`config.mk`:
```
export PLATFORM = sky130hd
export DESIGN_NAME = l2_beat_counter
export DESIGN_NICKNAME = d
export VERILOG_FILES = /design/src/rtl/l2_beat_counter.sv
export SDC_FILE = /design/constraint.sdc
export NUM_CORES = 1
export LEC_CHECK = 0
export BUFFER_PORTS_ARGS = -buffer_cell sky130_fd_sc_hd__buf_2
export CAP_MARGIN = 20
export CORE_AREA = 2 2 39 41
export DETAILED_ROUTE_END_ITERATION = 16
export DIE_AREA = 0 0 41 43
export HOLD_SLACK_MARGIN = 0.05
export PLACE_DENSITY = 0.31
export SYNTH_ARGS = -nofsm -noshare
export SYNTH_HDL_FRONTEND = slang
export SYNTH_SLANG_ARGS = --single-unit
export TNS_END_PERCENT = 30
```
`constraint.sdc`:
```
create_clock -name clk -period 1.5 [get_ports clk]
set_input_delay 0.3 -clock clk [delete_from_list [all_inputs] [get_ports clk]]
set_output_delay 0.3 -clock clk [all_outputs]
set_load 0.01 [all_outputs]
```
`src/rtl/l2_beat_counter.sv`:
```
`default_nettype none

module l2_beat_counter #(
   parameter int W = 3
) (
   input  logic         clk,
   input  logic         rst_n,
   input  logic         clear,
   input  logic         step,
   output logic [W-1:0] beat,
   output logic         last
);
   logic [W-1:0] beat_q;

   always_ff @(posedge clk or negedge rst_n) begin
      if (!rst_n)
         beat_q <= '0;
      else if (clear)
         beat_q <= '0;
      else if (step)
         beat_q <= beat_q + 1'b1;
   end

   assign beat = beat_q;
   // Pulses only when the final beat of the line is accepted
   assign last = step & (&beat_q);

endmodule

`default_nettype wire

```
==> flow_summary.toml, run 1 <==
[drt]
vias = 139
via_per_inst = 3.310
wire_per_inst_microns = 8.548
dr.first_iter.drc_count = 0
drt_pass1_iterations = 1
wl_microns = 359
drc = 0
top_layer = "met4"
wl_met1_microns = 184
dr_wl_met2_microns = 123
final_antenna_net_count = 0
dr_wl_met3_microns = 36

[setup_path]
worstSetupEndpointType = "output port"
crit_fanout = 2
reg2regPathDepth = 4
worstReg2RegStart = "beat[0]"
crit_buf_inv = 1
crit_path_frequent_cell = "ha_2"
crit_path_top_delay_cell = "dfrtp_1"
crit_path_cell_trace = "ha_2 > ha_2 > and2_4 > buf_6"
crit_arrival_ps = 1190
path_class = "reg2out"
required_ps = 1200
reg2reg_setup_slack_ps = 390
cpPeakStageDelay_ps = 380
timing.rr.end = "beat[2]"
cp-start-kind = "register"
crit_family = "flip-flops"

[power_and_ir_drop]
clkPwrFrac = 0.517
combPwrFrac = 0.153
power_leakage_nw = 0.1421
p_int_mw = 0.2098
netSwitchingFraction = 0.2372
power.density_nw_per_um2 = 1032
power_frac_seq = 0.330
power.switching_mw = 0.06525
peakVddDrop_uv = 347.4

[sta]
fin_hold_ws_ps = 242.9
period_minus_slack_ps = 1488
setup_violations = 0
fin_skew_ps = 2.030
worst_slack_ps = 11.99
worst_slew_pin_slew_ps = 137.1
slew-limit-headroom = 0.9060
period_share = 0.9920
slew_viol_final = 0
tns_ps = 0
hold_viol = 0
rsz0062_at_grt = "yes"
fmax_mhz = 672.0

[global_routing]
grt_pass1_vias = 133
grt_pass1_wl_microns = 476
grt_util_all_layers = 0.04930
antenna_found_initial = 0
grt_overflow = 0
grt_max_degree = 5

[final_layout]
largest_register_ffs = 3
syn2layout_area_growth_pct = 80.51
final_common_cell = "buf_2"
antennaDiodeCount = 0
fill_cells = 153
mostFrequentLayoutCells = "6 x buf_2, 3 x nor2_1, 3 x dfrtp_1, 3 x clkbuf_4"
utilization = 0.1926
drive_above_1_share = 0.5769
nets = 33
fin_cells = 42

[placement]
gp_congestion = 0.6210
io_buffers = 7
pre_cts_slack_ps = 145.2
dp_cells = 35

[synth]
synth_compound_area_frac = 0
synth_top_family_by_area = "adder cells"
ys_types = 6
yosysWarnings = 0
synth_area_sq_um = 147.6
synthMuxAreaShare = 0.1356
ys_ff_latch = 3
netlist_instances = 12
synthXorXnorAreaFrac = 0.05932
synth_fa_ha_area_frac = 0.1695
synthSimpleGateAreaFrac = 0.1271
syn_nets = 18
synth_seq_area_share = 0.5085
syn_avg_cell_area_sq_um = 12.30

[hold_path]
whs_path_depth = 2
hold_path_class = "in2reg"
min_from = "clear"
min_to = "beat[1]"

[cts]
h-tree-depth = 1
clk_pin_slew_worst_paths_ps = 40
cts_sinks = 3
cts_tree = "built"
root_buffer = "clkbuf_4"
clk_path_buf_depth = 2
cts_inserted_buffers = 3
worstSkewPairLatency_ps = 230

[floorplanning]
rows = 14
io_pins = 8
die_area_sq_um = 1763
die_w_microns = 41
start_util = 0.1067
fp.dieH_microns = 43
core-area_sq_um = 1384

[outcome]
outcome = "completed"

[job]
maxCapViolations = 0
[cell type report]
type	count	area, sq um	share of cell area
Tap cell	16	20.02	0.07512
Timing Repair Buffer	10	66.31	0.2488
Sequential cell	3	75.07	0.2817
Clock buffer	4	26.28	0.09859
Multi-Input combinational cell	9	78.83	0.2958
[worst register-to-register path, stage by stage, from the launching register on]
cell and delay (ps):
dfrtp_1 380, ha_2 190, ha_2 240, mux2i_1 130, nor2_1 50
[cells by family after synthesis]
group                      after synthesis
xor gates and xnor gates                 1
adders and majority gates                2
DFF                                      3
muxes                                    2
and+or+nand+nor                          4
[power by group through the flow]
stage	sequential, mW	combinational (mW)	clock (mW)
2_1_floorplan	0.0953	0.0122	0
3_3_place_gp	0.0927	0.0302	0
3_5_place_dp	0.0933	0.0309	0
4_1_cts	0.0910	0.0429	0.149
5_1_grt	0.0915	0.0461	0.156
6_report	0.0906	0.0421	0.142
[metal layers]
layer  vias to the layer above  track usage
met1                        60      0.05825
li1                         67            -
met5                         -            0
met2                        10      0.04063
met4                         0       0.1000
met3                         2      0.01571
[synth_stat cells (all sizes together)]
cell type,instances,area [sq um]
dfrtp,3,75.07
nor2,3,11.26
and2,1,7.510
ha,2,25.02
mux2i,2,20.02
xnor2,1,8.760
[what timing repair did]
action                     4_1_cts  5_1_grt
setup buffers                    2        0
hold buffers                     1        0
gates resized for setup          4        0
pin swaps                        1        1
hold endpoints to repair         3        0
setup endpoints to repair        1        1
[how the worst max path moves through the flow]
stage	to	from	slack, ps	depth (start not counted)
final	last	beat[0]	10	4
after CTS	last	beat[1]	0.2	4
after global placement	last	beat[0]	160	4
after detailed placement	last	beat[0]	150	4
after global routing	last	beat[0]	-30	4
after floorplan	last	beat[0]	240	3
[per-stage QoR]
stage               power (mW)  cell area (sq um)
detailed placement      0.1242              202.7
finish                  0.2750              266.5
global route            0.2934              266.5
CTS                     0.2830              266.5
floorplan               0.1074              147.6
global placement        0.1228              202.7
Power figures use the tool's default switching activity.
==> run 2: changes to the inputs <==
--- a/config.mk
+++ b/config.mk
@@ -11,7 +11,7 @@
 export DETAILED_ROUTE_END_ITERATION = 16
 export DIE_AREA = 0 0 41 43
 export HOLD_SLACK_MARGIN = 0.05
-export PLACE_DENSITY = 0.31
+export PLACE_DENSITY = 0.3
 export SYNTH_ARGS = -nofsm -noshare
 export SYNTH_HDL_FRONTEND = slang
 export SYNTH_SLANG_ARGS = --single-unit
==> run 2 against run 1 <==
Final area decreased by 2.8%. Sequential cell count unchanged. Global-route usage increased by 0.81 points. Critical endpoint unchanged. Combinational power decreased by 9.3%. Highest routed layer is now met3. Cell count decreased by 2.4%. Clock skew increased by 3.1 ps. Die area unchanged. Hold slack got worse by 4.2 ps. Setup slack got worse by 4.1 ps.
==> flow_summary.toml, run 2 (same netlist as run 1, synthesis figures left out) <==
[floorplanning]
die_w_microns = 41
io_pins = 8
die_area_sq_um = 1763
core-area_sq_um = 1384
fp.dieH_microns = 43
rows = 14
start_util = 0.1067

[placement]
gp_congestion = 0.5247
io_buffers = 7
dp_cells = 35

[setup_path]
crit_path_start = "beat[1]"
crit_fanout = 3
worstSetupEndpointType = "output port"
crit_arrival_ps = 1190
worstReg2RegStart = "beat[1]"
reg2reg_setup_slack_ps = 360
cp-start-kind = "register"
path_class = "reg2out"
required_ps = 1200

[outcome]
outcome = "completed"

[sta]
setup_violations = 0
hold_viol = 0
slew-limit-headroom = 0.8863
fin_skew_ps = 5.171
fmax_mhz = 670.2
slew_viol_final = 0
worst_slew_pin_slew_ps = 165.8
rsz0062_at_grt = "yes"
period_share = 0.9948
period_minus_slack_ps = 1492

[global_routing]
grt_pass1_wl_microns = 545
grt_util_all_layers = 0.05740
antenna_found_initial = 0
grt_max_degree = 5
grt_pass1_vias = 120
grt_overflow = 0

[hold_path]
hold_path_class = "in2reg"
min_from = "clear"

[final_layout]
nets = 32
fill_cells = 156
antennaDiodeCount = 0
ff_latch_area_sq_um = 75.07
multiInputGateArea_sq_um = 78.83
fin_cells = 41
syn2layout_area_growth_pct = 75.42
mostFrequentLayoutCells = "6 x buf_2, 3 x nor2_1, 3 x dfrtp_1, 3 x clkbuf_4"
largest_register_ffs = 3
drive_above_1_share = 0.5600
final_common_cell = "buf_2"

[cts]
clk_pin_slew_worst_paths_ps = 40
cts_sinks = 3
worstSkewPairLatency_ps = 230
root_buffer = "clkbuf_4"
cts_tree = "built"
cts_inserted_buffers = 3
clk_path_buf_depth = 2
h-tree-depth = 1

[power_and_ir_drop]
power_leakage_nw = 0.1368
peakVddDrop_uv = 296.6
finalPower_mw = 0.2731
power.density_nw_per_um2 = 1054

[drt]
final_antenna_net_count = 0
vias = 128
via_per_inst = 3.122
wire_per_inst_microns = 8.195
dr.first_iter.drc_count = 7
drc = 0
drt_pass1_iterations = 2
wl_microns = 336

[job]
maxCapViolations = 0
==> run 2: area by class of cell <==
class | instances | share of cell area
clock buffers | 4 | 0.1014
multi-input cells | 9 | 0.3043
repair buffers | 9 | 0.2271
flip-flops and latches | 3 | 0.2899
well taps | 16 | 0.07729
==> run 2: metrics by stage <==
stage / worst slack [ps] / util / setup TNS, ps / instance area, sq um / hold slack, ps
global placement: 164.7 / 0.1465 / 0 / 202.7 / 96.00
floorplan: 236.4 / - / 0 / 147.6 / 4.409
global route: -44.96 / 0.1872 / -44.96 / 259.0 / 231.7
CTS: -25.35 / 0.1817 / -25.35 / 251.5 / 229.2
finish: 7.862 / 0.1872 / 0 / 259.0 / 238.7
detailed placement: 141.7 / 0.1465 / 0 / 202.7 / 98.40
==> run 2: timing repair <==
item	4_1_cts	5_1_grt
endpoints found under the hold margin	3	0
gates resized for setup	4	0
hold buffers	1	0
setup buffers	0	1
setup endpoints to repair	1	1
cloned	0	0
pin swaps	1	1
==> run 2: report_power, final <==
part	internal (mW)	switching [mW]	total, mW
clock network	0.0999	0.0441	0.144
registers	0.0870	0.00393	0.0909
logic	0.0201	0.0181	0.0382
==> run 2: path summary, 6_finish.rpt <==
check                           cells after the start  endpoint
worst max-delay path                                4      last
worst min-delay path                                2   beat[1]
worst max register to register                      4   beat[2]
worst min register to register                      2   beat[1]
max in group asynchronous                           2   beat[0]
min in group asynchronous                           2   beat[1]
==> run 2: per-layer routing <==
metal	track usage	routed length (microns)	up-vias
li1	-	-	67
met2	0.04375	113	8
met5	0	0	-
met3	0.04712	40	0
met4	0.08000	0	0
met1	0.07143	182	53
==> run 2: critical path: stages (launching register included) <==
cell and delay (ps):
dfrtp_1 390, ha_2 180, ha_2 150, and2_4 130, buf_6 110
