**src/include/l2_config.svh**
```systemverilog
`ifndef L2_CONFIG_SVH
`define L2_CONFIG_SVH

// Cache geometry, all as log2 values
`define L2_WAYS_LOG2 2
`define L2_SETS_LOG2 6
// 32-byte lines, eight 32-bit beats
`define L2_LINE_LOG2 5

// Processor byte address width
`define L2_AW 25

// 1 lets a new command in during the response pop cycle
`define L2_BYPASS 1

// Derived widths
`define L2_BEAT_LOG2 (`L2_LINE_LOG2 - 2)
`define L2_TAG_W (`L2_AW - `L2_SETS_LOG2 - `L2_LINE_LOG2)
`define L2_RAM_AW (`L2_WAYS_LOG2 + `L2_SETS_LOG2 + `L2_BEAT_LOG2)

`endif
```
**src/rtl/mem_pkg.sv**
```systemverilog
`default_nettype none

`include "l2_config.svh"

package mem_pkg;

   // One line burst request towards memory
   typedef struct packed {
      logic [`L2_AW-`L2_LINE_LOG2-1:0] line_addr;
      logic                            we;
   } mem_burst_t;

   // Single data beat of a burst
   typedef struct packed {
      logic [31:0] data;
   } mem_beat_t;

endpackage

`default_nettype wire

```
**src/rtl/cache_pkg.sv**
```systemverilog
`default_nettype none

`include "l2_config.svh"

package cache_pkg;

   // Access size of a processor command
   typedef enum logic [1:0] {
      SZ_BYTE = 2'd0,
      SZ_HALF = 2'd1,
      SZ_WORD = 2'd2
   } l2_size_t;

   // One enable per byte lane, derived from size and low address bits
   typedef logic [3:0] l2_be_t;

   // Write data already sits in its byte lanes
   typedef struct packed {
      logic [`L2_AW-1:0] addr;
      logic              we;
      l2_size_t          size;
      logic [31:0]       wdata;
   } l2_cmd_t;

   // Full aligned word for a read, don't care for a write ack
   typedef struct packed {
      logic [31:0] rdata;
   } l2_rsp_t;

   typedef struct packed {
      logic [`L2_WAYS_LOG2-1:0] way;
      logic [`L2_SETS_LOG2-1:0] set;
   } l2_line_ref_t;

endpackage

`default_nettype wire

```
**src/rtl/l2_ctrl_fsm.sv**
```systemverilog
`default_nettype none

`include "l2_config.svh"

module l2_ctrl_fsm import cache_pkg::*, mem_pkg::*; (
   input  logic                     clk,
   input  logic                     rst_n,
   input  logic                     flush,
   output logic                     flush_busy,
   input  logic                     pending,
   input  l2_cmd_t                  held_cmd,
   input  l2_be_t                   held_be,
   output logic                     done,
   // Tag store
   output logic [`L2_SETS_LOG2-1:0] set_idx,
   output logic [`L2_TAG_W-1:0]     tag,
   output logic                     lookup,
   output logic                     touch,
   output logic                     fill,
   output logic                     mark_dirty,
   output logic                     clear_dirty,
   output logic                     invalidate_all,
   output l2_line_ref_t             sweep_ref,
   input  logic                     hit,
   input  logic [`L2_WAYS_LOG2-1:0] hit_way,
   input  logic [`L2_WAYS_LOG2-1:0] victim_way,
   input  logic                     victim_dirty,
   input  logic [`L2_TAG_W-1:0]     victim_tag,
   input  logic                     sweep_dirty,
   input  logic                     sweep_valid,
   // Data RAM
   output logic [`L2_RAM_AW-1:0]    a_addr,
   output logic [3:0]               a_be,
   output logic [31:0]              a_wdata,
   output logic                     a_en,
   output logic [`L2_RAM_AW-1:0]    b_addr,
   output logic                     b_we,
   output logic [31:0]              b_wdata,
   input  logic [31:0]              b_rdata,
   output logic                     b_en,
   // Beat counter
   output logic                     clear,
   output logic                     step,
   input  logic [`L2_BEAT_LOG2-1:0] beat,
   input  logic                     last,
   // Memory
   output logic                     mem_req_valid,
   input  logic                     mem_req_ready,
   output mem_burst_t               mem_req,
   input  logic                     mem_rd_valid,
   input  mem_beat_t                mem_rd_data,
   output logic                     mem_wr_valid,
   input  logic                     mem_wr_ready,
   output mem_beat_t                mem_wr_data
);
   typedef enum logic [2:0] {
      S_IDLE, S_LOOKUP, S_WB_REQ, S_WB_BEATS, S_RF_REQ, S_RF_BEATS, S_RESPOND, S_FLUSH
   } state_t;

   state_t       state_q;
   l2_line_ref_t line_q;
   mem_burst_t   req_q;
   l2_line_ref_t flush_cnt_q;
   logic         flush_busy_q;
   logic         sweeping_q;

   logic [`L2_SETS_LOG2-1:0] cmd_set;
   logic [`L2_BEAT_LOG2-1:0] b_word;

   assign cmd_set = held_cmd.addr[`L2_LINE_LOG2 +: `L2_SETS_LOG2];
   assign tag     = held_cmd.addr[`L2_AW-1 -: `L2_TAG_W];
   assign set_idx = (state_q == S_FLUSH) ? flush_cnt_q.set : cmd_set;

   // A held command is looked up in the cycle after it was accepted
   assign lookup     = pending && (state_q == S_IDLE || state_q == S_LOOKUP);
   assign touch      = lookup & hit;
   assign mark_dirty = touch & held_cmd.we;
   assign a_en       = touch;
   assign a_addr     = {hit_way, cmd_set, held_cmd.addr[2 +: `L2_BEAT_LOG2]};
   assign a_be       = held_cmd.we ? held_be : 4'b0000;
   assign a_wdata    = held_cmd.wdata;

   assign sweep_ref      = flush_cnt_q;
   assign clear_dirty    = (state_q == S_WB_BEATS) && last && sweeping_q;
   assign invalidate_all = (state_q == S_FLUSH) && !(sweep_valid && sweep_dirty)
                           && (flush_cnt_q == '1);
   assign fill           = (state_q == S_RF_BEATS) && last;

   assign clear = (state_q == S_WB_REQ) || (state_q == S_RF_REQ);
   assign step  = ((state_q == S_WB_BEATS) && mem_wr_ready) ||
                  ((state_q == S_RF_BEATS) && mem_rd_valid);

   // Write-back reads one word ahead so mem_wr_data is ready with each beat
   assign b_word  = (state_q == S_WB_BEATS) ? beat + 1'b1 : beat;
   assign b_addr  = {line_q.way, line_q.set, b_word};
   assign b_en    = (state_q == S_WB_REQ) || step;
   assign b_we    = (state_q == S_RF_BEATS) && mem_rd_valid;
   assign b_wdata = mem_rd_data.data;

   assign mem_req_valid    = (state_q == S_WB_REQ) || (state_q == S_RF_REQ);
   assign mem_req          = req_q;
   assign mem_wr_valid     = (state_q == S_WB_BEATS);
   assign mem_wr_data.data = b_rdata;

   assign done       = (state_q == S_RESPOND);
   assign flush_busy = flush_busy_q;

   always_ff @(posedge clk or negedge rst_n) begin
      if (!rst_n) begin
         state_q      <= S_IDLE;
         line_q       <= '0;
         req_q        <= '0;
         flush_cnt_q  <= '0;
         flush_busy_q <= 1'b0;
         sweeping_q   <= 1'b0;
      end else begin
         if (lookup) begin
            if (hit) begin
               state_q <= S_RESPOND;
            end else begin
               line_q <= '{way: victim_way, set: cmd_set};
               if (victim_dirty) begin
                  req_q   <= '{line_addr: {victim_tag, cmd_set}, we: 1'b1};
                  state_q <= S_WB_REQ;
               end else begin
                  req_q   <= '{line_addr: {tag, cmd_set}, we: 1'b0};
                  state_q <= S_RF_REQ;
               end
            end
         end else begin
            case (state_q)
               S_IDLE: begin
                  if (flush_busy_q) begin
                     flush_cnt_q <= '0;
                     sweeping_q  <= 1'b1;
                     state_q     <= S_FLUSH;
                  end
               end
               S_WB_REQ: begin
                  if (mem_req_ready)
                     state_q <= S_WB_BEATS;
               end
               S_WB_BEATS: begin
                  if (last) begin
                     if (sweeping_q) begin
                        state_q <= S_FLUSH;
                     end else begin
                        req_q   <= '{line_addr: {tag, cmd_set}, we: 1'b0};
                        state_q <= S_RF_REQ;
                     end
                  end
               end
               S_RF_REQ: begin
                  if (mem_req_ready)
                     state_q <= S_RF_BEATS;
               end
               S_RF_BEATS: begin
                  // Tag is installed, so the repeated lookup hits
                  if (last)
                     state_q <= S_LOOKUP;
               end
               S_RESPOND: state_q <= S_IDLE;
               S_FLUSH: begin
                  // Cleaned lines are revisited once and then skipped
                  if (sweep_valid && sweep_dirty) begin
                     line_q  <= flush_cnt_q;
                     req_q   <= '{line_addr: {victim_tag, flush_cnt_q.set}, we: 1'b1};
                     state_q <= S_WB_REQ;
                  end else if (flush_cnt_q == '1) begin
                     sweeping_q   <= 1'b0;
                     flush_busy_q <= 1'b0;
                     state_q      <= S_IDLE;
                  end else begin
                     flush_cnt_q <= l2_line_ref_t'(flush_cnt_q + 1'b1);
                  end
               end
               default: state_q <= S_IDLE;
            endcase
         end
         if (flush)
            flush_busy_q <= 1'b1;
      end
   end

endmodule

`default_nettype wire

```
**config.mk**
```make
export PLATFORM = sky130hd
export DESIGN_NAME = l2_ctrl_fsm
export DESIGN_NICKNAME = d
export VERILOG_FILES = /design/src/rtl/mem_pkg.sv /design/src/rtl/cache_pkg.sv /design/src/rtl/l2_ctrl_fsm.sv
export VERILOG_INCLUDE_DIRS = /design/src /design/src/include
export SDC_FILE = /design/constraint.sdc
export NUM_CORES = 1
export LEC_CHECK = 0
export ABC_AREA = 1
export BUFFER_PORTS_ARGS = -buffer_cell sky130_fd_sc_hd__buf_2
export CORE_AREA = 2 2 133 135
export CTS_CLUSTER_SIZE = 12
export DETAILED_ROUTE_END_ITERATION = 8
export DIE_AREA = 0 0 135 137
export PLACE_DENSITY = 0.57
export RECOVER_POWER = 100
export SETUP_SLACK_MARGIN = 0.3
export SLEW_MARGIN = 20
export SYNTH_ARGS = -nofsm -noshare
export SYNTH_HDL_FRONTEND = slang
export SYNTH_SLANG_ARGS = --single-unit
```
**constraint.sdc**
```tcl
create_clock -name clk -period 1.9 [get_ports clk]
set_input_delay 0.285 -clock clk [delete_from_list [all_inputs] [get_ports clk]]
set_output_delay 0.285 -clock clk [all_outputs]
set_load 0.02 [all_outputs]
```
==> summary.txt <==
Clock tree
  • CTS tree: yes
  • Skew-Pair Late Insertion Delay: 0.30 ns
  • Sink Count: 42
  • Root Driver: clkbuf_16
  • Max Root-Sink Buffers: 2
  • CTS Buf Count: 5
  • H-tree levels: 2
  • Clock slew at reported path FFs: 0.06 ns

Placement
  • Port Buffers: 140
  • Placed Area: 3870 µm²
  • RD Place Congestion: 0.812
  • HPWL Detailed: 9550 µm

Drt
  • Top Layer Used: met5
  • Post-Route WL: 13,200 µm
  • DRT Pass-1 Iters: 4
  • Routed wl met2: 6060 µm
  • Antenna-violating nets left: 0
  • Met1 WL: 5460 µm
  • Drt via density: 4.22
  • Drt first-iter violations: 110
  • DR vias: 3,520
  • Drt drc: 0
  • WL met3: 1190 µm
  • Drt wl/cell: 15.8 µm

Final layout
  • Finished Cell Area: 4570 µm²
  • Area growth, synth to finish: 22.4%
  • Layout cells sized above 1: 0.320
  • Ant diodes: 0
  • Filler cells: 1,955
  • Nets: 771
  • Final core utilization: 0.268

Worst setup path
  • R2R cell count: 9
  • Startpoint Class: flop
  • Setup CP Type: reg -> out
  • CP Max Fanout: 5
  • R2R Path End: mem_req[13]$_DFFE_PN0P_
  • Worst r2r src: state_q[1]$_DFFE_PN0P_
  • Setup crit end kind: primary output
  • Critical Path RT: 1.62 ns
  • R2R setup slack: 0.12 ns
  • Worst EP arrival: 1.55 ns

Synth
  • Synth area leader: dfrtp_1
  • Async S/R FF share, synth: 1.00
  • Most common cell in the synthesized netlist: nand2_1
  • Register bit total from synthesis: 42
  • Syn Nets: 707
  • Post-Syn Instances: 544
  • Post-synth EDFFs: 0
  • Yosys warns: 0
  • Netlist cell types: 31
  • Area contributors post-synth: dfrtp_1 (28%), buf_4 (25%), nand2_1 (16%)
  • Synthesized cell area: 3730 µm²
  • Most frequent cells after synthesis: nand2_1 (162), buf_4 (125), o21ai_0 (61)
  • Sequential share of the synthesized area: 0.281
  • Most used DFF post-synth: dfrtp_1
  • Post-synth top area share: 0.281
  • Avg Inst Size Synth: 6.87 µm²

Floorplanning
  • I/O pin total: 347
  • Die W: 135 µm
  • Core Area: 17,100 µm²
  • Num rows: 48
  • Starting Density: 0.219
  • Die area: 18,500 µm²
  • Die height: 137 µm

Run status
  • Status: finished, final reports clean

STA
  • Slew Limit Headroom: 0.191
  • Min Tclk post-route: 1.83 ns
  • Slew @ Worst Pin: 1.21 ns
  • Final Setup Violations: 0
  • FMAX: 546 MHz
  • Clk_skew: 0.00896 ns
  • RSZ-0062 raised after global routing: yes
  • Max-slew violation count: 0
  • Final Cycle Share: 0.964
  • Final hold vios: 0

Global routing
  • Global-route wire length before repair: 18,800 µm
  • Vias in the first global route: 3,219
  • Initial antenna violation count: 1
  • Largest net degree at the start of global routing: 48
  • GRT Total Usage: 0.134
  • Gr ovfl total: 0

Run
  • # Max-Cap Violations: 0

Worst hold path
  • HP Start: flush
  • Worst hold path class: in -> reg
  • Hold path cells: 2
  • Hold Path Sink: flush_busy$_DFFE_PN0P_

Power and ir drop
  • Tot Pwr: 6.57 mW
  • Worst vdd ir: 0.000602 V
  • Leak pwr: 2.31 nW
  • Pwr/cell area: 1440 nW/µm²
-- sequential cells by signal (all words and copies together) (netlist names) --
name / cells
b_addr: 8
flush_busy: 1
sweeping_q: 1
state_q: 3
mem_req: 21
sweep_ref: 8
-- worst max path at each step --
stage,from,endpoint,slack (ns)
6_report,state_q[1]$_DFFE_PN0P_,done,0.07
5_1_grt,state_q[1]$_DFFE_PN0P_,b_en,-0.01
4_1_cts,state_q[1]$_DFFE_PN0P_,b_en,0.05
3_5_place_dp,state_q[1]$_DFFE_PN0P_,mem_req[18]$_DFFE_PN0P_,-0.06
3_3_place_gp,state_q[1]$_DFFE_PN0P_,mem_req[8]$_DFFE_PN0P_,-0.01
2_1_floorplan,state_q[2]$_DFFE_PN0P_,set_idx[0],0.22
-- layout make-up --
cell class / count / area (µm²) / share of cell area
Clock inverter: 3 / 40.0 / 0.00876
Clock buffer: 5 / 125 / 0.0274
Tap cell: 225 / 282 / 0.0616
Timing Repair Buffer: 197 / 1220 / 0.267
Inverter: 50 / 195 / 0.0427
Multi-Input combinational cell: 312 / 1660 / 0.362
Sequential cell: 42 / 1050 / 0.231
-- worst max-delay path: stages, from the launching register on --
cell and delay (ns):
dfrtp_2 0.45, inv_2 0.06, buf_6 0.12, buf_4 0.13, nor3_1 0.26, buf_2 0.23
-- through the flow --
step                      instances  setup WS [ns]  hold WS, ns  setup TNS [ns]
after floorplan                 544          0.224      -0.0106               0
after global placement          788        -0.0105        0.278         -0.0448
after detailed placement        788        -0.0583        0.284          -0.270
after CTS                       820         0.0458        0.185               0
after global routing            834       -0.00979        0.194        -0.00979
final                           834         0.0688        0.191               0
-- layer usage --
metal | GRT usage | vias up
li1 | - | 1731
met1 | 0.168 | 1566
met2 | 0.204 | 162
met3 | 0.0481 | 59
met4 | 0.0608 | 2
met5 | 0 | -
-- cells in the final DEF (no fill, tap or decap), types with 2 or more instances in the layout --
master,netlist,layout
nor2_4,2,9
nor3_1,2,2
buf_12,0,3
inv_1,47,42
clkbuf_1,7,63
nand3_4,0,2
nand2_2,6,12
o21ai_0,61,53
inv_2,2,6
buf_6,3,21
clkinv_2,0,2
nand2_4,0,5
dfrtp_1,42,39
o21ai_1,13,17
o21ai_2,0,3
nor2_1,15,7
clkbuf_16,0,6
nand3_1,15,14
buf_2,7,59
nand4_1,2,3
buf_4,125,43
dfrtp_2,0,3
xor2_1,2,2
clkbuf_2,0,5
o211ai_1,14,14
nand3b_1,2,2
nand3_2,3,2
nand2_1,162,151
nor2_2,1,3
-- power breakdown --
part / internal, mW / leakage [nW] / switching (mW)
combinational: 1.55 / 1.70 / 2.53
clock: 0.616 / 0.0836 / 0.388
sequential: 1.25 / 0.532 / 0.234
-- kinds of logic after synthesis --
kind of cell / share of synthesized area
buffers and inverters: 0.328
AND/OR/NAND/NOR: 0.239
XOR/XNOR: 0.00704
flip-flops: 0.281
adder cells (fa/ha/maj): 0.00670
AO/OA/AOI/OAI: 0.138
-- timing repair --
| action | 4_1_cts | 5_1_grt |
|---|---|---|
| hold buffers | 1 | 0 |
| setup endpoints to repair | 46 | 63 |
| buffers inserted | 22 | 12 |
| gates cloned | 1 | 2 |
| resized for setup | 79 | 43 |
| pin swaps | 13 | 14 |
| endpoints found under the hold margin | 18 | 0 |
(Power assumes the default switching activity.)
