`src/include/l2_config.svh`:
```
`ifndef L2_CONFIG_SVH
`define L2_CONFIG_SVH

// Cache geometry, all as log2 values
`define L2_WAYS_LOG2 2
`define L2_SETS_LOG2 6
// 32-byte lines, eight 32-bit beats
`define L2_LINE_LOG2 5

// Processor byte address width
`define L2_AW 25

// 1 lets a new command in during the response pop cycle
`define L2_BYPASS 1

// Derived widths
`define L2_BEAT_LOG2 (`L2_LINE_LOG2 - 2)
`define L2_TAG_W (`L2_AW - `L2_SETS_LOG2 - `L2_LINE_LOG2)
`define L2_RAM_AW (`L2_WAYS_LOG2 + `L2_SETS_LOG2 + `L2_BEAT_LOG2)

`endif
```
`src/rtl/cache_pkg.sv`:
```
`default_nettype none

`include "l2_config.svh"

package cache_pkg;

   // Access size of a processor command
   typedef enum logic [1:0] {
      SZ_BYTE = 2'd0,
      SZ_HALF = 2'd1,
      SZ_WORD = 2'd2
   } l2_size_t;

   // One enable per byte lane, derived from size and low address bits
   typedef logic [3:0] l2_be_t;

   // Write data already sits in its byte lanes
   typedef struct packed {
      logic [`L2_AW-1:0] addr;
      logic              we;
      l2_size_t          size;
      logic [31:0]       wdata;
   } l2_cmd_t;

   // Full aligned word for a read, don't care for a write ack
   typedef struct packed {
      logic [31:0] rdata;
   } l2_rsp_t;

   typedef struct packed {
      logic [`L2_WAYS_LOG2-1:0] way;
      logic [`L2_SETS_LOG2-1:0] set;
   } l2_line_ref_t;

endpackage

`default_nettype wire

```
`src/rtl/l2_cmd_buffer.sv`:
```
`default_nettype none

`include "l2_config.svh"

module l2_cmd_buffer import cache_pkg::*; (
   input  logic    clk,
   input  logic    rst_n,
   input  logic    cmd_valid,
   output logic    cmd_ready,
   input  l2_cmd_t cmd,
   output logic    rsp_valid,
   input  logic    rsp_ready,
   input  logic    flush_busy,
   output l2_cmd_t held_cmd,
   output l2_be_t  held_be,
   output logic    pending,
   input  logic    done
);
   logic   pending_q;
   logic   rsp_valid_q;
   l2_be_t be;
   logic   push;
   logic   pop;

   assign push = cmd_valid & cmd_ready;
   assign pop  = rsp_valid_q & rsp_ready;

   // Natural alignment, so the low address bits pick the lanes
   always_comb begin
      case (cmd.size)
         SZ_BYTE: be = 4'b0001 << cmd.addr[1:0];
         SZ_HALF: be = {cmd.addr[1], cmd.addr[1], ~cmd.addr[1], ~cmd.addr[1]};
         default: be = 4'b1111;
      endcase
   end

   // pending covers accept to done, rsp_valid covers done to pop
   always_ff @(posedge clk or negedge rst_n) begin
      if (!rst_n) begin
         pending_q   <= 1'b0;
         rsp_valid_q <= 1'b0;
      end else begin
         if (push)
            pending_q <= 1'b1;
         else if (done)
            pending_q <= 1'b0;
         if (done)
            rsp_valid_q <= 1'b1;
         else if (pop)
            rsp_valid_q <= 1'b0;
      end
   end

   always_ff @(posedge clk) begin
      if (push) begin
         held_cmd <= cmd;
         held_be  <= be;
      end
   end

   if (`L2_BYPASS) begin : g_bypass
      assign cmd_ready = !flush_busy && !pending_q && (!rsp_valid_q || rsp_ready);
   end else begin : g_no_bypass
      assign cmd_ready = !flush_busy && !pending_q && !rsp_valid_q;
   end

   assign pending   = pending_q;
   assign rsp_valid = rsp_valid_q;

endmodule

`default_nettype wire

```
`config.mk`:
```
export PLATFORM = sky130hd
export DESIGN_NAME = l2_cmd_buffer
export DESIGN_NICKNAME = d
export VERILOG_FILES = /design/src/rtl/cache_pkg.sv /design/src/rtl/l2_cmd_buffer.sv
export VERILOG_INCLUDE_DIRS = /design/src /design/src/include
export SDC_FILE = /design/constraint.sdc
export NUM_CORES = 1
export LEC_CHECK = 0
export BUFFER_PORTS_ARGS = -buffer_cell sky130_fd_sc_hd__buf_2
export CORE_AREA = 2 2 75 77
export CTS_CLUSTER_DIAMETER = 120
export DETAILED_ROUTE_END_ITERATION = 8
export DIE_AREA = 0 0 77 79
export PLACE_DENSITY = 0.75
export SLEW_MARGIN = 15
export SYNTH_ARGS = -nofsm -noshare
export SYNTH_HDL_FRONTEND = slang
export SYNTH_SLANG_ARGS = --single-unit
```
`constraint.sdc`:
```
create_clock -name clk -period 9.4 [get_ports clk]
set_input_delay 1.41 -clock clk [delete_from_list [all_inputs] [get_ports clk]]
set_output_delay 1.41 -clock clk [all_outputs]
set_load 0.005 [all_outputs]
```
==> reports/summary.md, run 1 <==
* 0 — number of buffers inserted by hold repair at cts
* 1.30 nW — leak pwr
* 7.99 ns — data required time of the critical path
* output port — category of the worst setup path capture point
* held_cmd[6] — Reg-to-Reg End
* 6170 um — first-pass GRT wire length
* 0.482 ns — slew at the pin with the worst max-slew slack
* no — RSZ-0062 raised after global routing
* 0.576 ns — Hold Worst Slack
* 0.06 ns — clock edge transition at the registers on the reported setup and hold paths
* 305 MHz — Peak Freq
* pending — startpoint of the tightest hold check path
* 66 — number of flip-flops and latches in the synthesized netlist
* 0 — max-capacitance violation count
* 202 nW/um^2 — cell area power density
* built — TritonCTS clock tree
* 0 — number of antenna diodes
* 0 — post-CTS setup-driven buffer insertion count
* 40 — maximum number of pins on one net before global-route repair
* 3.03% — Async SR Flop Fraction
* 146 — Net Count, Synth
* 79 um — die height
* 4 — Worst Path Max Fanout
* pending — capture endpoint of the worst hold path
* 5340 um^2 — placeable core region
* 0.000113 V — worst voltage drop across the vdd grid
* 77 um — width of the die
* register to register — path class of the lowest-slack min-delay path
* 0 — number of nets with antenna violations after detailed routing
* edfxtp_1 — most common flop cell mapped by yosys
* 132 — Port-buffer cells
* 0 — final count of hold timing violations
* 1 — worst hold path stage count
* edfxtp_1 — cell with the most instances after synthesis
* 2 — clock tree buffer depth
* 0 — global route total overflow
* 6080 um^2 — total die area
* 38.8% — initial core utilization
* 0 ns — Final TNS setup
* 66 — sinks on the clock net
* 7.78 ns — setup slack, reg-to-reg
* 0 — post-cts resize count
* 92.7% — area share of the largest cell type after synthesis
* 0 — number of synthesis warnings
* 67.9% — remaining max-slew budget at the tightest pin
* 1.87 ns — Critical Path AT
* 66.1% — layout cells sized above 1
* 14.1% — global router's overall resource usage
* edfxtp_1 (93%), dfrtp_1 (2.4%), o41ai_2 (0.78%) — biggest area contributors in the synthesized netlist
* finished clean — outcome
* 286 — Placed Instances
* 95.1% — share of synthesized area occupied by flip-flops and latches
* 3.28 ns — time the final worst path needs with I/O delays and setup
* 291 — count of nets after finishing
* 133 — I/O pins
* 64 — Post-synth EDFFs
* 4 — TritonRoute pass-1 iters
* 302 — final standard cell count with taps included and fillers excluded
* clkbuf_8 — clk root buf
* 2070 um^2 — Netlist Area Pre-Place
* 0.694 — placer's final routability congestion estimate
* 0.33 ns — insertion delay to the later sink of the worst-skew pair
* 617 uW — total power
* 13.6 um — post-detailed-route wirelength per cell
* 0 — max-slew violation count
* 34.9% — period utilisation layout
* 3 — number of levels the H-tree was split into
* 9 — number of buffers inserted during clock tree synthesis
* 4.27 — Vias/cell
* 0 — residual DRC count
* 77 — first-iteration detailed-routing DRC count
* 1,291 — number of vias after detailed routing
* 12 — number of distinct standard cells referenced by the synthesized netlist
* 4120 um — sum of routed wire length over all layers
* 0 — number of failing setup endpoints in the final timing report
* 27 — count of standard-cell rows
* 2 — Worst R2R Path Depth
* 47.3% — Area Overhead vs Synth
* input port to output port — critical setup path kind
* 0 — initial antenna violation count
* edfxtp_1 — cell accounting for the most synthesized area
* 25.9 um^2 — average footprint of a synthesized cell
* 0.00696 ns — final setup skew
* 57.2% — share of the core filled with cells in the final layout
* 1,359 — number of global-route vias before repair
* 424 — Fill cells
* pending — start of the worst register-to-register path
* 3120 um — DPL Wire Length
* 80 — cell count after synthesis
* input port — type of origin of the critical path
-- sequential cells by signal, indices dropped and copies added, names as in the netlist --
name	count
held_cmd	60
held_be	4
pending	1
rsp_valid	1
-- metal layers --
layer | share of wire (%) | global-route usage [%] | vias to the layer above | wire [um]
li1 | - | - | 609 | -
met4 | 2.7 | 9.46 | 0 | 113
met2 | 46 | 20.7 | 98 | 1880
met1 | 36 | 14.4 | 573 | 1470
met3 | 16 | 10.0 | 11 | 664
met5 | 0 | 0 | - | 0
-- cell usage in the layout (no fill, tap or decap) --
master,n
buf_2,132
edfxtp_1,64
clkbuf_8,12
o21bai_1,2
nand2b_1,2
a21o_1,2
inv_1,2
clkbuf_1,2
dfrtp_1,2
buf_4,2
nor2_1,1
nor2b_4,1
nor3_1,1
nor4_2,1
o41ai_2,1
or2_2,1
clkinv_2,1
bufinv_16,1
-- through the flow --
| stage | cell area (um^2) | setup slack (ns) |
|---|---|---|
| after floorplan | 2070 | 1.06 |
| after global placement | 2850 | 6.15 |
| after detailed placement | 2850 | 6.12 |
| after CTS | 3050 | 6.12 |
| after global routing | 3050 | 6.10 |
| final | 3050 | 6.12 |
-- final cells by class --
cell class / count / area (um^2) / area share (%)
Inverter: 2 / 7.51 / 0.246
Tap cell: 72 / 90.1 / 2.95
Clock inverter: 2 / 35.0 / 1.15
Sequential cell: 66 / 1970 / 64.6
Clock buffer: 14 / 173 / 5.66
Multi-Input combinational cell: 12 / 100 / 3.28
Timing Repair Buffer: 134 / 676 / 22.1
-- logic make-up (layout without fill, tap and decap cells) --
logic type | count (synthesis) | in the layout | synth area share (%)
DFF | 66 | 66 | 95.1
and+or+nand+nor | 7 | 7 | 2.29
buffers and inverters | 2 | 152 | 0.362
AOI/OAI and AO/OA | 5 | 5 | 2.23
-- worst max-delay path by stage --
| stage | depth (start not counted) | end | slack, ns | from |
|---|---|---|---|---|
| 3_3_place_gp | 4 | cmd_ready | 6.15 | rsp_ready |
| 5_1_grt | 4 | cmd_ready | 6.10 | rsp_ready |
| 6_report | 4 | cmd_ready | 6.12 | rsp_ready |
| 3_5_place_dp | 4 | cmd_ready | 6.12 | rsp_ready |
| 2_1_floorplan | 1 | held_be[0] | 1.06 | flush_busy |
| 4_1_cts | 4 | cmd_ready | 6.12 | rsp_ready |
-- where the power goes --
part	switching, mW	internal (mW)
Sequential	0.00311	0.337
Combinational	0.0174	0.0191
Clock	0.0961	0.144
Total	0.117	0.500
-- worst max-delay path: stages --
cell and delay, ns:
buf_2 0.11, nor2b_4 0.16, nor3_1 0.06, buf_2 0.13
Note: power is estimated with default switching activity, not from simulation.
==> run 2: changes to the inputs <==
- ABC_AREA: default -> 1
- CORE_AREA: 2 2 75 77 -> 2 2 78 80
- DIE_AREA: 0 0 77 79 -> 0 0 80 82
- PLACE_DENSITY: 0.75 -> 0.73
- clock period: 9.4 -> 2.9 ns (I/O delays scaled with it)
==> run 2 against run 1 <==
Net effect: routed wire length is 2.9% higher; register-to-register slack worse by 6.5 ns; combinational power grew to 3.2 times the previous value; via count is essentially flat; synthesized cell count grew 7.5%; area after synthesis is 0.72% lower; design area down 1.8%; non-clock buffer count unchanged.
==> reports/summary.md, run 2 <==
* finished clean — outcome
* 95.8% — share of synthesized area occupied by flip-flops and latches
* held_cmd: 60 flops, held_be: 4 flops — registers with the highest flip-flop counts
* 82 um — die height
* 80 um — width of the die
* 10 — number of distinct standard cells referenced by the synthesized netlist
* 28 — count of standard-cell rows
* 64 — Post-synth EDFFs
* 0 — number of nets with antenna violations after detailed routing
* edfxtp_1 — cell accounting for the most synthesized area
* 66 — number of flip-flops and latches in the synthesized netlist
* 0.000344 V — worst voltage drop across the vdd grid
* 2.91 ns — data required time of the critical path
* 0.33 ns — insertion delay to the later sink of the worst-skew pair
* 13.6 um — post-detailed-route wirelength per cell
* met2 — global-route layer with the greatest usage
* 60 — number of flip-flops in the largest register
* 61.9% — layout cells sized above 1
* no — RSZ-0062 raised after global routing
* 13.5% — met1 layer usage reported by global route
* 61 — first-iteration detailed-routing DRC count
* 0 — initial antenna violation count
* 4 — TritonRoute pass-1 iters
* 1.28 nW — leak pwr
* dfrtp_1 — cell with the biggest individual delay on the critical path
* 0.0123 ns — final setup skew
* buf_2 — most common library cell in the layout ignoring fill and taps
* 86 — cell count after synthesis
* 20.8% — global routing usage on met2
* 1.64 ns — time the final worst path needs with I/O delays and setup
* 0.429 ns — slew at the pin with the worst max-slew slack
* 0.07 ns — clock edge transition at the registers on the reported setup and hold paths
* buf_2 (132), edfxtp_1 (64), clkbuf_8 (9), inv_1 (6), nand2_1 (4) — most frequent cells in the layout
* input port to register — path class of the lowest-slack min-delay path
* 4240 um — sum of routed wire length over all layers
* 0.700 — placer's final routability congestion estimate
* 0 — number of synthesis warnings
* 45 — maximum number of pins on one net before global-route repair
* 9 — number of buffers inserted during clock tree synthesis
* 9.23% — M3 GR Usage
* 44 — Worst Path Max Fanout
* 35.8% — initial core utilization
* 488 — Fill cells
* 1,389 — number of global-route vias before repair
* 23.9 um^2 — average footprint of a synthesized cell
* 4.15 — Vias/cell
* 0 — final count of hold timing violations
* 152 — Net Count, Synth
* 3 — number of levels the H-tree was split into
* clkbuf_8 — clk root buf
* 0 — max-slew violation count
* 2 — clock tree buffer depth
* 0 — residual DRC count
* 6560 um^2 — total die area
* 45.6% — Area Overhead vs Synth
* 0 — post-CTS setup-driven buffer insertion count
* 133 — I/O pins
* 2 — buffer and inverter count on the worst path
* built — TritonCTS clock tree
* 2060 um^2 — Netlist Area Pre-Place
* edfxtp_1 (93%), dfrtp_1 (2.4%), inv_1 (1.3%) — biggest area contributors in the synthesized netlist
* 0 — number of antenna diodes
* nor2_2 -> nand3_1 -> inv_2 -> buf_12 — critical-path cell list
* 297 — count of nets after finishing
* 5750 um^2 — placeable core region
* buffers and inverters — kind of cell with the highest combined delay on the critical path
* 56.5% — period utilisation layout
* 6240 um — first-pass GRT wire length
* 3.03% — Async SR Flop Fraction
* 1,292 — number of vias after detailed routing
* register — type of origin of the critical path
* 71.3% — remaining max-slew budget at the tightest pin
* edfxtp_1 — most common flop cell mapped by yosys
* 0 ns — Final TNS setup
* held_cmd — largest register by flop count
* register — category of the worst setup path capture point
* register to register — critical setup path kind
* edfxtp_1 — cell with the most instances after synthesis
* 613 nW/um^2 — cell area power density
* 1.65 ns — Critical Path AT
* 13.4% — global router's overall resource usage
* 66 — sinks on the clock net
* 0.41 ns — crit-path max cell delay
* edfxtp_1 (64), inv_1 (7), nand2_1 (4), o21ai_1 (3) — synth cell count leaders
* 0 — max-capacitance violation count
* 0 — number of failing setup endpoints in the final timing report
* 0 — global route total overflow
* 610 MHz — Peak Freq
* 132 — Port-buffer cells
* 93.4% — area share of the largest cell type after synthesis
* 3000 um^2 — post-route design area
* 3160 um — DPL Wire Length
* 2830 um^2 — dpl cell area
## run 2: layout make-up
type	count	area [um^2]	area share, %
multi-input combinational	13	60.1	2.00
tap	75	93.8	3.13
clock buffer	12	135	4.51
timing repair buffer	134	691	23.0
clock inverter	4	18.8	0.626
inverter	7	26.3	0.877
sequential	66	1970	65.8
## run 2: report_power, final
part	switching [mW]	leakage, nW	internal, mW	total, mW
clock network	0.314	0.0731	0.302	0.616
logic	0.0569	0.601	0.0605	0.117
registers	0.00982	0.611	1.09	1.10
total	0.380	1.28	1.46	1.84
## run 2: cells by family after synthesis
logic type / after synthesis / share of synthesized area, %
AOI/OAI and AO/OA: 4 / 0.972
buffers and inverters: 7 / 1.28
DFF: 66 / 95.8
and+or+nand+nor: 9 / 1.95
## run 2: metal layers
layer,wire [um],vias to the layer above
li1,-,615
met3,573,6
met5,0,-
met1,1540,586
met2,2060,85
met4,72,0
## run 2: path summary, 6_finish.rpt
kind / startpoint / endpoint / slack [ns] / cells past startpoint
max in group asynchronous: rst_n / rsp_valid / 2.38 / 2
min in group asynchronous: rst_n / pending / 0.43 / 2
max reg2reg: pending / held_cmd[8] / 1.26 / 4
min: cmd[14] / held_cmd[14] / 0.28 / 1
max: pending / held_cmd[8] / 1.26 / 4
min reg2reg: rsp_valid / rsp_valid / 0.51 / 2
## run 2: worst reg2reg max path, cell delays in order (launching register included)
cell,delay (ns)
dfrtp_1,0.41
nor2_2,0.14
nand3_1,0.11
inv_2,0.34
buf_12,0.31
## run 2: metrics by stage
step	cells	hold slack [ns]	worst slack, ns	power, mW	util [%]
2_1_floorplan	86	0.139	0.608	1.15	-
5_1_grt	311	0.244	1.11	1.92	52.2
4_1_cts	311	0.255	1.25	1.86	52.2
3_3_place_gp	294	0.222	1.18	1.24	49.3
3_5_place_dp	294	0.223	1.15	1.24	49.3
6_report	311	0.276	1.26	1.84	52.2
## run 2: what timing repair did
item	4_1_cts	5_1_grt
gates resized for setup	0	0
hold endpoints to repair	2	0
hold buffers	1	0
setup endpoints to repair	0	0
